[config.mk]
export PLATFORM = sky130hd
export DESIGN_NAME = hidden_layer_top
export DESIGN_NICKNAME = d
export VERILOG_FILES = /design/src/verilog/nn_pkg.sv /design/src/verilog/layer_sequencer.sv /design/src/verilog/mac_lane.sv /design/src/verilog/hidden_arbiter.sv /design/src/verilog/hidden_acc_ram.sv /design/src/verilog/hidden_layer_top.sv
export SDC_FILE = /design/constraint.sdc
export NUM_CORES = 2
export LEC_CHECK = 0
export BUFFER_PORTS_ARGS = -buffer_cell sky130_fd_sc_hd__buf_2
export CORE_UTILIZATION = 45
export DETAILED_ROUTE_END_ITERATION = 8
export SLEW_MARGIN = 20
export SYNTH_ARGS = -nofsm -noshare
export SYNTH_HDL_FRONTEND = slang
export SYNTH_SLANG_ARGS = --single-unit
[constraint.sdc]
create_clock -name clk -period 5.6 [get_ports clk]
set_input_delay 0.28 -clock clk [delete_from_list [all_inputs] [get_ports clk]]
set_output_delay 0.28 -clock clk [all_outputs]
set_load 0.01 [all_outputs]
[src/verilog/nn_pkg.sv]
// shared widths, counts and bus structs for the hidden layer
// imported by the RTL and the testbench
`default_nettype none

package nn_pkg;

	localparam int DATA_W   = 16; // pixel and weight width
	localparam int ACC_W    = 32; // product and running sum
	localparam int N_LANES  = 4;  // multipliers, weights per step
	localparam int NEURON_W = 6;  // 64 hidden neurons
	localparam int GROUP_W  = NEURON_W - $clog2(N_LANES); // group address bits

	typedef logic signed [DATA_W-1:0] pixel_t;
	typedef logic signed [DATA_W-1:0] weight_t;

	// one weight per lane, lane 0 sits in the low bits
	typedef struct packed {
		weight_t [N_LANES-1:0] w;
	} weight_word_t;

	// accumulate request from a lane, also reused for readout
	typedef struct packed {
		logic [NEURON_W-1:0] neuron; // target hidden neuron
		logic [ACC_W-1:0]    value;  // product to add
		logic                replace; // first pixel, overwrite the sum
	} acc_req_t;

	// readout strobe from outside
	typedef struct packed {
		logic                rd;
		logic [NEURON_W-1:0] neuron;
	} rd_req_t;

endpackage

`default_nettype wire

[src/verilog/layer_sequencer.sv]
// layer control: accepts one pixel per group, starts the lanes,
// waits on all lane dones and walks the group address
`timescale 1ns/1ns
`default_nettype none

module layer_sequencer #(
	parameter int N_GROUPS = 16
) (
	input  wire logic                       clk,
	input  wire logic                       reset,
	input  wire logic                       i_start,
	input  wire logic                       i_empty,
	input  wire logic                       i_read_done,
	input  wire nn_pkg::pixel_t             i_din,
	input  wire logic                       i_first,
	input  wire logic [nn_pkg::N_LANES-1:0] i_lane_done,
	output      logic                       o_ready,
	output      logic                       o_start_mul,
	output      nn_pkg::pixel_t             o_pixel,
	output      logic [nn_pkg::GROUP_W-1:0] o_group,
	output      logic                       o_first,
	output      logic                       o_next_in,
	output      logic                       o_all_done
);
	import nn_pkg::*;

	typedef enum logic [2:0] {
		IDLE,
		OP_START, // waiting for a pixel
		OP,       // lanes busy
		OP_DONE,  // one cycle, step the group
		ALL_DONE
	} state_t;

	localparam logic [GROUP_W-1:0] LAST_GROUP = GROUP_W'(N_GROUPS - 1);

	state_t             cs, ns;
	logic [N_LANES-1:0] done_flags; // one per lane
	logic               accept;

	assign accept = (cs == OP_START) && !i_empty; // pixel taken this edge

	always_comb begin
		ns = cs;
		case (cs)
			IDLE:     if (i_start) ns = OP_START;
			OP_START: if (!i_empty) ns = OP;
			OP:       if (&done_flags) ns = OP_DONE; // every lane written back
			OP_DONE: begin
				if (i_read_done && i_empty) ns = ALL_DONE; // source drained
				else ns = OP_START;
			end
			ALL_DONE: ns = ALL_DONE; // park, readout only
			default:  ns = IDLE;
		endcase
	end

	always_ff @(posedge clk) begin
		if (reset) cs <= IDLE;
		else cs <= ns;
	end

	// lanes start the cycle after the accept
	always_ff @(posedge clk) begin
		if (reset) o_start_mul <= 1'b0;
		else o_start_mul <= accept;
	end

	always_ff @(posedge clk) begin
		if (accept) begin
			o_pixel <= i_din;
			o_first <= i_first; // replace instead of add
		end
	end

	always_ff @(posedge clk) begin
		if (reset) done_flags <= '0;
		else if (cs == OP_DONE) done_flags <= '0;
		else done_flags <= done_flags | i_lane_done; // sticky until group end
	end

	// group address
	always_ff @(posedge clk) begin
		if (reset) o_group <= '0;
		else if (cs == IDLE) o_group <= '0;
		else if (cs == OP_DONE) begin
			if (o_group == LAST_GROUP) o_group <= '0; // wrap, next pixel
			else o_group <= o_group + 1'b1;
		end
	end

	assign o_ready    = (cs == OP_START);
	assign o_next_in  = (cs == OP_DONE) && (o_group == LAST_GROUP);
	assign o_all_done = (cs == ALL_DONE);

endmodule

`default_nettype wire

[src/verilog/mac_lane.sv]
// one multiplier lane: signed shift-add over DATA_W cycles, then holds an
// accumulate request for its neuron until the arbiter grants it
`timescale 1ns/1ns
`default_nettype none

module mac_lane #(
	parameter int LANE = 0 // lane index inside the group
) (
	input  wire logic                       clk,
	input  wire logic                       reset,
	input  wire logic                       i_start,
	input  wire nn_pkg::pixel_t             i_pixel,
	input  wire nn_pkg::weight_t            i_weight,
	input  wire logic [nn_pkg::GROUP_W-1:0] i_group,
	input  wire logic                       i_first,
	input  wire logic                       i_grant,
	output      nn_pkg::acc_req_t           o_req,
	output      logic                       o_req_valid
);
	import nn_pkg::*;

	localparam int CNT_W = $clog2(DATA_W);

	logic              busy;
	logic [CNT_W-1:0]  cnt;    // bit being processed
	logic [ACC_W-1:0]  mcand;  // pixel, shifted left each step
	logic [DATA_W-1:0] mplier; // weight, shifted right each step
	logic [ACC_W-1:0]  prod;

	// control
	always_ff @(posedge clk) begin
		if (reset) begin
			busy        <= 1'b0;
			cnt         <= '0;
			o_req_valid <= 1'b0;
		end else if (i_start) begin
			busy <= 1'b1;
			cnt  <= '0;
		end else if (busy) begin
			cnt <= cnt + 1'b1;
			if (cnt == CNT_W'(DATA_W - 1)) begin
				busy        <= 1'b0;
				o_req_valid <= 1'b1; // product ready
			end
		end else if (o_req_valid && i_grant) begin
			o_req_valid <= 1'b0;
		end
	end

	// datapath
	always_ff @(posedge clk) begin
		if (i_start) begin
			mcand <= {{(ACC_W - DATA_W){i_pixel[DATA_W-1]}}, i_pixel}; // sign extend
			prod  <= '0;
		end else if (busy) begin
			// weight msb carries negative weight in two's complement
			if (mplier[0]) begin
				if (cnt == CNT_W'(DATA_W - 1)) prod <= prod - mcand;
				else prod <= prod + mcand;
			end
			mcand  <= mcand << 1;
			mplier <= mplier >> 1;
		end else begin
			mplier <= i_weight; // follows the bus, frozen by start
		end
	end

	always_comb begin
		o_req.neuron  = NEURON_W'(int'(i_group) * N_LANES + LANE);
		o_req.value   = prod;
		o_req.replace = i_first;
	end

endmodule

`default_nettype wire

[src/verilog/hidden_arbiter.sv]
// fixed priority access to the sum memory, lane 0 first, readout last
// routes each memory done back to whoever owned the request
`timescale 1ns/1ns
`default_nettype none

module hidden_arbiter (
	input  wire logic                                 clk,
	input  wire logic                                 reset,
	input  wire nn_pkg::acc_req_t [nn_pkg::N_LANES-1:0] i_lane_req,
	input  wire logic [nn_pkg::N_LANES-1:0]           i_lane_valid,
	input  wire nn_pkg::rd_req_t                      i_rd,
	output      logic [nn_pkg::N_LANES-1:0]           o_lane_grant,
	output      nn_pkg::acc_req_t                     o_mem_req,
	output      logic                                 o_mem_write,
	output      logic                                 o_mem_valid,
	input  wire logic                                 i_mem_done,
	output      logic [nn_pkg::N_LANES-1:0]           o_lane_done,
	output      logic                                 o_rd_valid
);
	import nn_pkg::*;

	logic             rd_grant;
	logic [N_LANES:0] own_q1, own_q2; // top bit marks readout

	always_comb begin
		o_lane_grant = '0;
		rd_grant     = 1'b0;
		o_mem_req    = '0;
		o_mem_write  = 1'b0;
		o_mem_valid  = 1'b0;
		if (i_rd.rd) begin // lowest priority, dropped if it loses
			rd_grant    = 1'b1;
			o_mem_req   = '{neuron: i_rd.neuron, value: '0, replace: 1'b0};
			o_mem_valid = 1'b1;
		end
		// walk down so the lowest index wins
		for (int i = N_LANES - 1; i >= 0; i--) begin
			if (i_lane_valid[i]) begin
				o_lane_grant    = '0;
				o_lane_grant[i] = 1'b1;
				rd_grant        = 1'b0;
				o_mem_req       = i_lane_req[i];
				o_mem_write     = 1'b1;
				o_mem_valid     = 1'b1;
			end
		end
	end

	// owner record, two deep to match memory latency
	always_ff @(posedge clk) begin
		if (reset) begin
			own_q1 <= '0;
			own_q2 <= '0;
		end else begin
			own_q1 <= {rd_grant, o_lane_grant};
			own_q2 <= own_q1;
		end
	end

	assign o_lane_done = i_mem_done ? own_q2[N_LANES-1:0] : '0;
	assign o_rd_valid  = i_mem_done & own_q2[N_LANES]; // readout data valid now

endmodule

`default_nettype wire

[src/verilog/hidden_acc_ram.sv]
// hidden neuron sums, read on the grant cycle, add and write one cycle later
// done pulses the cycle after the write, read data valid with it
`timescale 1ns/1ns
`default_nettype none

module hidden_acc_ram #(
	parameter int N_GROUPS = 16
) (
	input  wire logic                     clk,
	input  wire logic                     reset,
	input  wire nn_pkg::acc_req_t         i_req,
	input  wire logic                     i_write, // lane write-back, else readout
	input  wire logic                     i_valid,
	output      logic                     o_done,
	output      logic [nn_pkg::ACC_W-1:0] o_rd_data
);
	import nn_pkg::*;

	localparam int DEPTH  = N_GROUPS * N_LANES;
	localparam int ADDR_W = $clog2(DEPTH);

	logic [ACC_W-1:0] mem [DEPTH];

	logic             s1_valid;
	logic             s1_write;
	acc_req_t         s1_req;
	logic [ACC_W-1:0] s1_old; // stored sum for the s1 neuron

	always_ff @(posedge clk) begin
		if (reset) s1_valid <= 1'b0;
		else s1_valid <= i_valid;
	end

	// stage one: read
	always_ff @(posedge clk) begin
		s1_write <= i_write;
		s1_req   <= i_req;
		if (i_valid) s1_old <= mem[i_req.neuron[ADDR_W-1:0]];
	end

	// stage two: add and write back, wraps at 32 bits
	always_ff @(posedge clk) begin
		if (s1_valid && s1_write) begin
			if (s1_req.replace) mem[s1_req.neuron[ADDR_W-1:0]] <= s1_req.value;
			else mem[s1_req.neuron[ADDR_W-1:0]] <= s1_old + s1_req.value;
		end
	end

	always_ff @(posedge clk) begin
		if (s1_valid && !s1_write) o_rd_data <= s1_old; // readout only
	end

	always_ff @(posedge clk) begin
		if (reset) o_done <= 1'b0;
		else o_done <= s1_valid;
	end

endmodule

`default_nettype wire

[src/verilog/hidden_layer_top.sv]
// first layer of the accelerator, four mac lanes sharing one sum memory
// readout allowed once o_all_done is up
`timescale 1ns/1ns
`default_nettype none

module hidden_layer_top #(
	parameter int N_GROUPS = 16 // groups of four neurons
) (
	input  wire logic                    clk,
	input  wire logic                    reset,
	input  wire logic                    i_start,
	input  wire nn_pkg::pixel_t          i_din,
	input  wire nn_pkg::weight_word_t    i_weights,
	input  wire logic                    i_first,
	input  wire logic                    i_empty,
	input  wire logic                    i_read_done,
	input  wire nn_pkg::rd_req_t         i_rd,
	output      logic                    o_ready,
	output      logic                    o_next_in,
	output      logic                    o_all_done,
	output      logic [nn_pkg::ACC_W-1:0] o_rd_data,
	output      logic                    o_rd_valid
);
	import nn_pkg::*;

	logic               start_mul; // one pulse, all lanes
	pixel_t             pixel;
	logic [GROUP_W-1:0] group;
	logic               first;

	acc_req_t [N_LANES-1:0] lane_req;
	logic [N_LANES-1:0]     lane_valid;
	logic [N_LANES-1:0]     lane_grant;
	logic [N_LANES-1:0]     lane_done;

	// shared memory bus
	acc_req_t mem_req;
	logic     mem_write;
	logic     mem_valid;
	logic     mem_done;

	layer_sequencer #(.N_GROUPS(N_GROUPS)) u_seq (
		.clk         (clk),
		.reset       (reset),
		.i_start     (i_start),
		.i_empty     (i_empty),
		.i_read_done (i_read_done),
		.i_din       (i_din),
		.i_first     (i_first),
		.i_lane_done (lane_done),
		.o_ready     (o_ready),
		.o_start_mul (start_mul),
		.o_pixel     (pixel),
		.o_group     (group),
		.o_first     (first),
		.o_next_in   (o_next_in),
		.o_all_done  (o_all_done)
	);

	for (genvar g = 0; g < N_LANES; g++) begin : g_lane
		mac_lane #(.LANE(g)) u_lane (
			.clk         (clk),
			.reset       (reset),
			.i_start     (start_mul),
			.i_pixel     (pixel),
			.i_weight    (i_weights.w[g]),
			.i_group     (group),
			.i_first     (first),
			.i_grant     (lane_grant[g]),
			.o_req       (lane_req[g]),
			.o_req_valid (lane_valid[g])
		);
	end

	hidden_arbiter u_arb (
		.clk          (clk),
		.reset        (reset),
		.i_lane_req   (lane_req),
		.i_lane_valid (lane_valid),
		.i_rd         (i_rd),
		.o_lane_grant (lane_grant),
		.o_mem_req    (mem_req),
		.o_mem_write  (mem_write),
		.o_mem_valid  (mem_valid),
		.i_mem_done   (mem_done),
		.o_lane_done  (lane_done),
		.o_rd_valid   (o_rd_valid)
	);

	hidden_acc_ram #(.N_GROUPS(N_GROUPS)) u_ram (
		.clk       (clk),
		.reset     (reset),
		.i_req     (mem_req),
		.i_write   (mem_write),
		.i_valid   (mem_valid),
		.o_done    (mem_done),
		.o_rd_data (o_rd_data)
	);

endmodule

`default_nettype wire

## Word-level counts from Yosys, hierarchy flattened

Memory sizes are Yosys's and may differ from the RTL's. A register that Yosys moved wholly into a read port is not among the register bits.
Cells that the tools add are included.

| word-level totals | value |
|---|---|
| flip-flop bits (word level) | 457 |
| output and inout bits | 36 |
| word-level logic and storage cells | 186 |
| bits in writable memories | 2048 |
| memories | 1 |

| cells by class | value |
|---|---|
| bitwise operators | 4 |
| reduce and logical (&&, ||, !) cells | 35 |
| add/subtract/negate cells | 17 |
| equality and inequality tests | 16 |
| muxes and demuxes | 69 |

Memories:

| name | depth | width | rd ports | clocked after memory_dff | write ports | RTL line | source |
|---|---|---|---|---|---|---|---|
| u_ram.mem | 64 | 32 | 1 | 1 | 1 | hidden_acc_ram.sv:22 | `logic [ACC_W-1:0] mem [DEPTH];` |

Operators with widths:

| cell | number |
|---|---|
| $mux 32 | 13 |
| $mux 39 | 5 |
| $add 32x32->32 | 5 |
| $sub 32x32->32 | 4 |
| $mux 15 | 4 |
| $mux 1 | 36 |
| $mux 4 | 6 |
| $add 4x1->4 const B | 5 |
| $eq 4x4->1 const B | 5 |
| $reduce_bool 2->1 | 8 |
| $pmux 3 s5 | 1 |
| $reduce_and 3->1 | 5 |
| $add 6x2->6 const B | 2 |
| $mux 3 | 4 |
| $ne 2x2->1 const B | 6 |
| $logic_and 1x1->1 | 9 |
| $reduce_and 2->1 | 4 |
| $add 6x1->6 const B | 1 |
| $eq 3x2->1 const B | 2 |
| $reduce_or 2->1 | 3 |
| $reduce_or 5->1 | 1 |
| $or 4x4->4 | 1 |
| $reduce_and 4->1 | 1 |
| $eq 3x1->1 const B | 1 |
| 8 further kinds | 9 |

## Longest topological paths before layout

| logic depth | value |
|---|---|
| depth in word-level cells | 7 |
| depth in mapped cells | 20 |
| depth with buffers taken out | 20 |

## Hierarchy

From an unflattened synthesis, not the netlist that was laid out.

| unflattened totals | value |
|---|---|
| cells, all modules | 6348 |
| area, all modules | 108751.8 um^2 |

By module, submodules not included:

| module | area each (um^2) | sequential area each (um^2) | instances | cells an instance |
|---|---|---|---|---|
| hidden_acc_ram | 82593.0 | 64261.6 | 1 | 3509 |
| mac_lane (g_lane[1].u_lane ...) | 5793.1 | 2202.1 | 2 | 633 |
| mac_lane (g_lane[0].u_lane) | 5789.3 | 2202.1 | 1 | 632 |
| mac_lane (g_lane[3].u_lane) | 5785.5 | 2202.1 | 1 | 636 |
| hidden_arbiter | 1900.6 | 200.2 | 1 | 225 |
| layer_sequencer | 1097.3 | 750.7 | 1 | 80 |

## Worst setup path before layout

No wires, ideal clock.

| timing | value |
|---|---|
| kind | reg-to-reg |
| from | register u_ram.s1_old[27] (read register of u_ram.mem) |
| to | memory u_ram.mem[0][30], data pin |
| slack | -611 ps |
| stages on the path, launching flop included | 6 |
| buffers on the path | 0 |
| library setup time | 1009 ps |
| arrival time | 5203 ps |
| period minus slack after synthesis | 6211 ps |
| data required time | 4591 ps |
| cells stage by stage | edfxtp_1 ha_1 a21oi_1 o21bai_1 a21oi_1 o311ai_0 |

| between the ends | value |
|---|---|
| longest elaborated chain between the ends | 2 |

RTL lines:

| item | RTL line | source |
|---|---|---|
| start: declaration | hidden_acc_ram.sv:27 | `logic [ACC_W-1:0] s1_old;` |
| $add 32x32->32 | hidden_acc_ram.sv:45 | `else mem[s1_req.neuron[ADDR_W-1:0]] <= s1_old + s1_req.value;` |
| $mux 32 (no source line) | -- |  |
| end: declaration | hidden_acc_ram.sv:22 |  |

No other way between the ends.

## Worst setup path in the final report

| timing | value |
|---|---|
| from | register g_lane[1].u_lane.o_req_valid |
| to | register u_ram.s1_old[0] (read register of u_ram.mem), data pin |

| between the ends | value |
|---|---|
| longest elaborated chain between the ends | 2 |
| elaborated cells on any way between the ends | 4 |

RTL lines:

| item | RTL line | source |
|---|---|---|
| start: declaration | mac_lane.sv:18 | `output logic o_req_valid` |
| start signal: assignment | mac_lane.sv:35 | `o_req_valid <= 1'b0;` |
| start signal: assignment | mac_lane.sv:43 | `o_req_valid <= 1'b1;` |
| start signal: assignment | mac_lane.sv:46 | `o_req_valid <= 1'b0;` |
| $mux 39 or $mux 1 (tied branches) (2 in a row) | hidden_arbiter.sv:38 | `if (i_lane_valid[i]) begin` |

Parallel ways exist; a longest one is shown, timed or not.
A chain may end at the register's enable or synchronous reset.

==> reports/qor.csv <==
stage,metric,value,unit
status,status,completed,
worst_setup_path,required,6.23,ns
finish,num-fill-cells,20374,
finish,drive_gt1_frac,0.103,
floorplanning,core.rowCount,180,
pwr,power.leakage,44.6,nW
clocking,cts_made_buffers,291,
worst_setup_path,crit_chain,nor4_2 -> inv_2 -> a21oi_4 -> buf_4 -> buf_4 -> a311oi_1 -> a311oi_1 -> a31oi_1 -> a21oi_1 -> a21oi_1,
worst_setup_path,crit_arrival,5.63,ns
synth,yosysUniqueCellTypes,84,
floorplanning,dieWidth,496,µm
synth,yosysTopAreaCellShare,0.636,
finish,final_cells,12954,
finish,final_design_area_no_fill,125000,µm²
sta,hold_violations,0,
global_routing,grtUsageTotal,0.268,
global_routing,grt_pass1_wl,487000,µm
finish,fin_nets,9813,
synth,ys_seq_area_frac,0.675,
synth,synth_nets,9607,
route,ant_nets,0,
synth,synth_top_cell_by_area,edfxtp_1,
sta,finClkSkew,0.0877,ns
placed_design,hpwlAfterDp,202000,µm
global_routing,antenna_found_initial,27,
worst_setup_path,critPathKind,reg2reg,
synth,yosysMostFrequentCell,nand2_1,
clocking,clk_pin_slew,0.06,ns
route,vias,77216,
finish,multi_input_area,33500,µm²
worst_setup_path,setup.worst_path.end_class,flop,
finish,register_area,74000,µm²
sta,finalCritPeriodShare,0.893,
worst_setup_path,crit_slowest_cell,a21oi_1,
route,drt_iter0_drc,9807,
sta,rsz0062_at_grt,no,
sta,drv_slew,0,
synth,ys.flop_type,edfxtp_1,
placed_design,io_buffers,128,
worst_setup_path,path_max_fanout,25,
worst_setup_path,cpPeakStageDelay,0.81,ns
sta,final.min_clock_period,5.00,ns
clocking,post_cts_resized,0,
job,drv_cap,0,
finish,area_growth,14.5,%
placed_design,gp_congestion,0.881,
sta,setup_tns,0,ns
pwr,peakVddDrop,0.000225,V
global_routing,grt_max_degree,182,
global_routing,grt_remaining_overflow,0,
pwr,power.density,353,nW/µm²
synth,avgSynthCellArea,11.7,µm²
worst_setup_path,crit_family,compound AO/OA/AOI/OAI gates,
clocking,cts_tree,built,
floorplanning,core,241000,µm²
route,first_pass_iters,7,
synth,synthCells,9345,
clocking,cts_sinks,2537,
placed_design,place_inst,12345,
synth,async_reset_ff_frac,0,
synth,synth_area_leaders,"edfxtp_1, nand2_1, nand3_1, dfxtp_1, a311oi_1",
worst_setup_path,start_kind,flop,
placed_design,place_area,116000,µm²
sta,finalSetupViolCount,0,
worst_setup_path,cp_num_buf_inv,3,
synth,synth_top_cells_by_count,"nand2_1, edfxtp_1, nand3_1",
clocking,clk_latency,0.94,ns
synth,synth_edf_count,2321,
clocking,cts_max_level,5,
route,routed_wl,335000,µm
clocking,clockBufferDepth,4,
global_routing,grt_pass1_vias,72493,
floorplanning,io_pins,129,
floorplanning,fp.dieH,496,µm
synth,netlist_area,110000,µm²
sta,max_freq,0.200,GHz
sta,relSlewSlack,0.200,
sta,tightestPinTransition,1.20,ns
worst_setup_path,rrSetupSlack,0.60,ns
route,vias_per_cell,5.96,
clocking,cts-root-buf,clkbuf_16,
hold_path,hold_path_class,in2reg,
floorplanning,dieArea,246000,µm²
floorplanning,start_util,0.454,
synth,ys_ff_latch,2537,
route,routedWlPerCell,25.9,µm
synth,yosys_warnings,0,
route,drc,0,
## placed cells by master (no fill, tap or decap), drive strengths merged, types with 99 or more instances in the layout
cell type | netlist | layout
o21ai | 257 | 257
edfxtp | 2321 | 2321
dfxtp | 216 | 216
buf | 51 | 415
inv | 194 | 201
a21oi | 312 | 312
ha | 164 | 164
clkbuf | 541 | 366
nor2 | 289 | 289
a31oi | 99 | 99
nand2 | 2370 | 2370
and3 | 153 | 153
nand3 | 1082 | 1082
a311oi | 321 | 321
xnor2 | 194 | 194
## worst register-to-register path, stage by stage, from the launching register on
cell	delay, ns
dfxtp_1	0.53
nor4_2	0.79
inv_2	0.26
a21oi_4	0.58
buf_4	0.45
buf_4	0.42
a311oi_1	0.12
a311oi_1	0.41
a31oi_1	0.18
a21oi_1	0.81
a21oi_1	0.16
## per-layer routing
metal,up-vias,global-route usage,share of wire
met5,-,0,0.00021
met4,10,0.0837,0.031
met3,554,0.0496,0.095
met2,3422,0.405,0.45
met1,38518,0.391,0.43
li1,34712,-,-
## cells by family after synthesis
logic type      synth area share
xor+xnor                  0.0197
buf+inv                   0.0271
mux                      0.00748
fa+ha+maj                 0.0196
flops                      0.675
simple gates               0.165
compound gates            0.0860
## path summary, 6_finish.rpt
check                               start               end  cells past startpoint
max          g_lane[1].u_lane.o_req_valid   u_ram.s1_old[0]                     10
min                              i_din[0]  u_seq.o_pixel[0]                      2
max reg2reg  g_lane[1].u_lane.o_req_valid   u_ram.s1_old[0]                     10
min reg2reg               u_arb.own_q1[3]   u_arb.own_q2[3]                      1
## repair_timing
| action | CTS | global route |
|---|---|---|
| endpoints found under the hold margin | 123 | 0 |
| setup buffers | 0 | 0 |
| hold buffers | 90 | 0 |
| endpoints found under the setup margin | 0 | 0 |
## area by class of cell
class,count,share of cell area
flip-flops and latches,2537,0.590
multi-input cells,6021,0.267
clock buffers,366,0.0613
repair buffers,505,0.0352
well taps,3185,0.0318
clock inverters,126,0.00807
inverters,195,0.00600
diodes,19,0.000379
## stage by stage
stage	hold WS (ns)	total power (W)	utilization	worst slack [ns]
2_1_floorplan	0.359	0.0251	-	0.0104
3_3_place_gp	0.434	0.0266	0.478	0.443
3_5_place_dp	0.428	0.0267	0.479	0.696
4_1_cts	0.000279	0.0444	0.519	0.658
5_1_grt	0.0229	0.0457	0.520	0.423
6_report	0.0531	0.0443	0.520	0.598
## flip-flops by register name, summed over array words and instances, names as in the netlist, 5 cells and up
register / flops
u_ram.mem: 2048
g_lane.u_lane.mcand: 128
g_lane.u_lane.prod: 128
g_lane.u_lane.mplier: 64
u_ram.s1_req: 39
u_ram.o_rd_data: 32
u_ram.s1_old: 32
g_lane.u_lane.cnt: 16
u_seq.o_pixel: 16
u_arb.own_q1: 5
u_arb.own_q2: 5
## where the power goes
part,internal (W),switching [W]
combinational,0.00191,0.00305
sequential,0.0209,0.000588
clock,0.0103,0.00748
total,0.0331,0.0111
No activity file was read; power rests on OpenSTA's default activity.
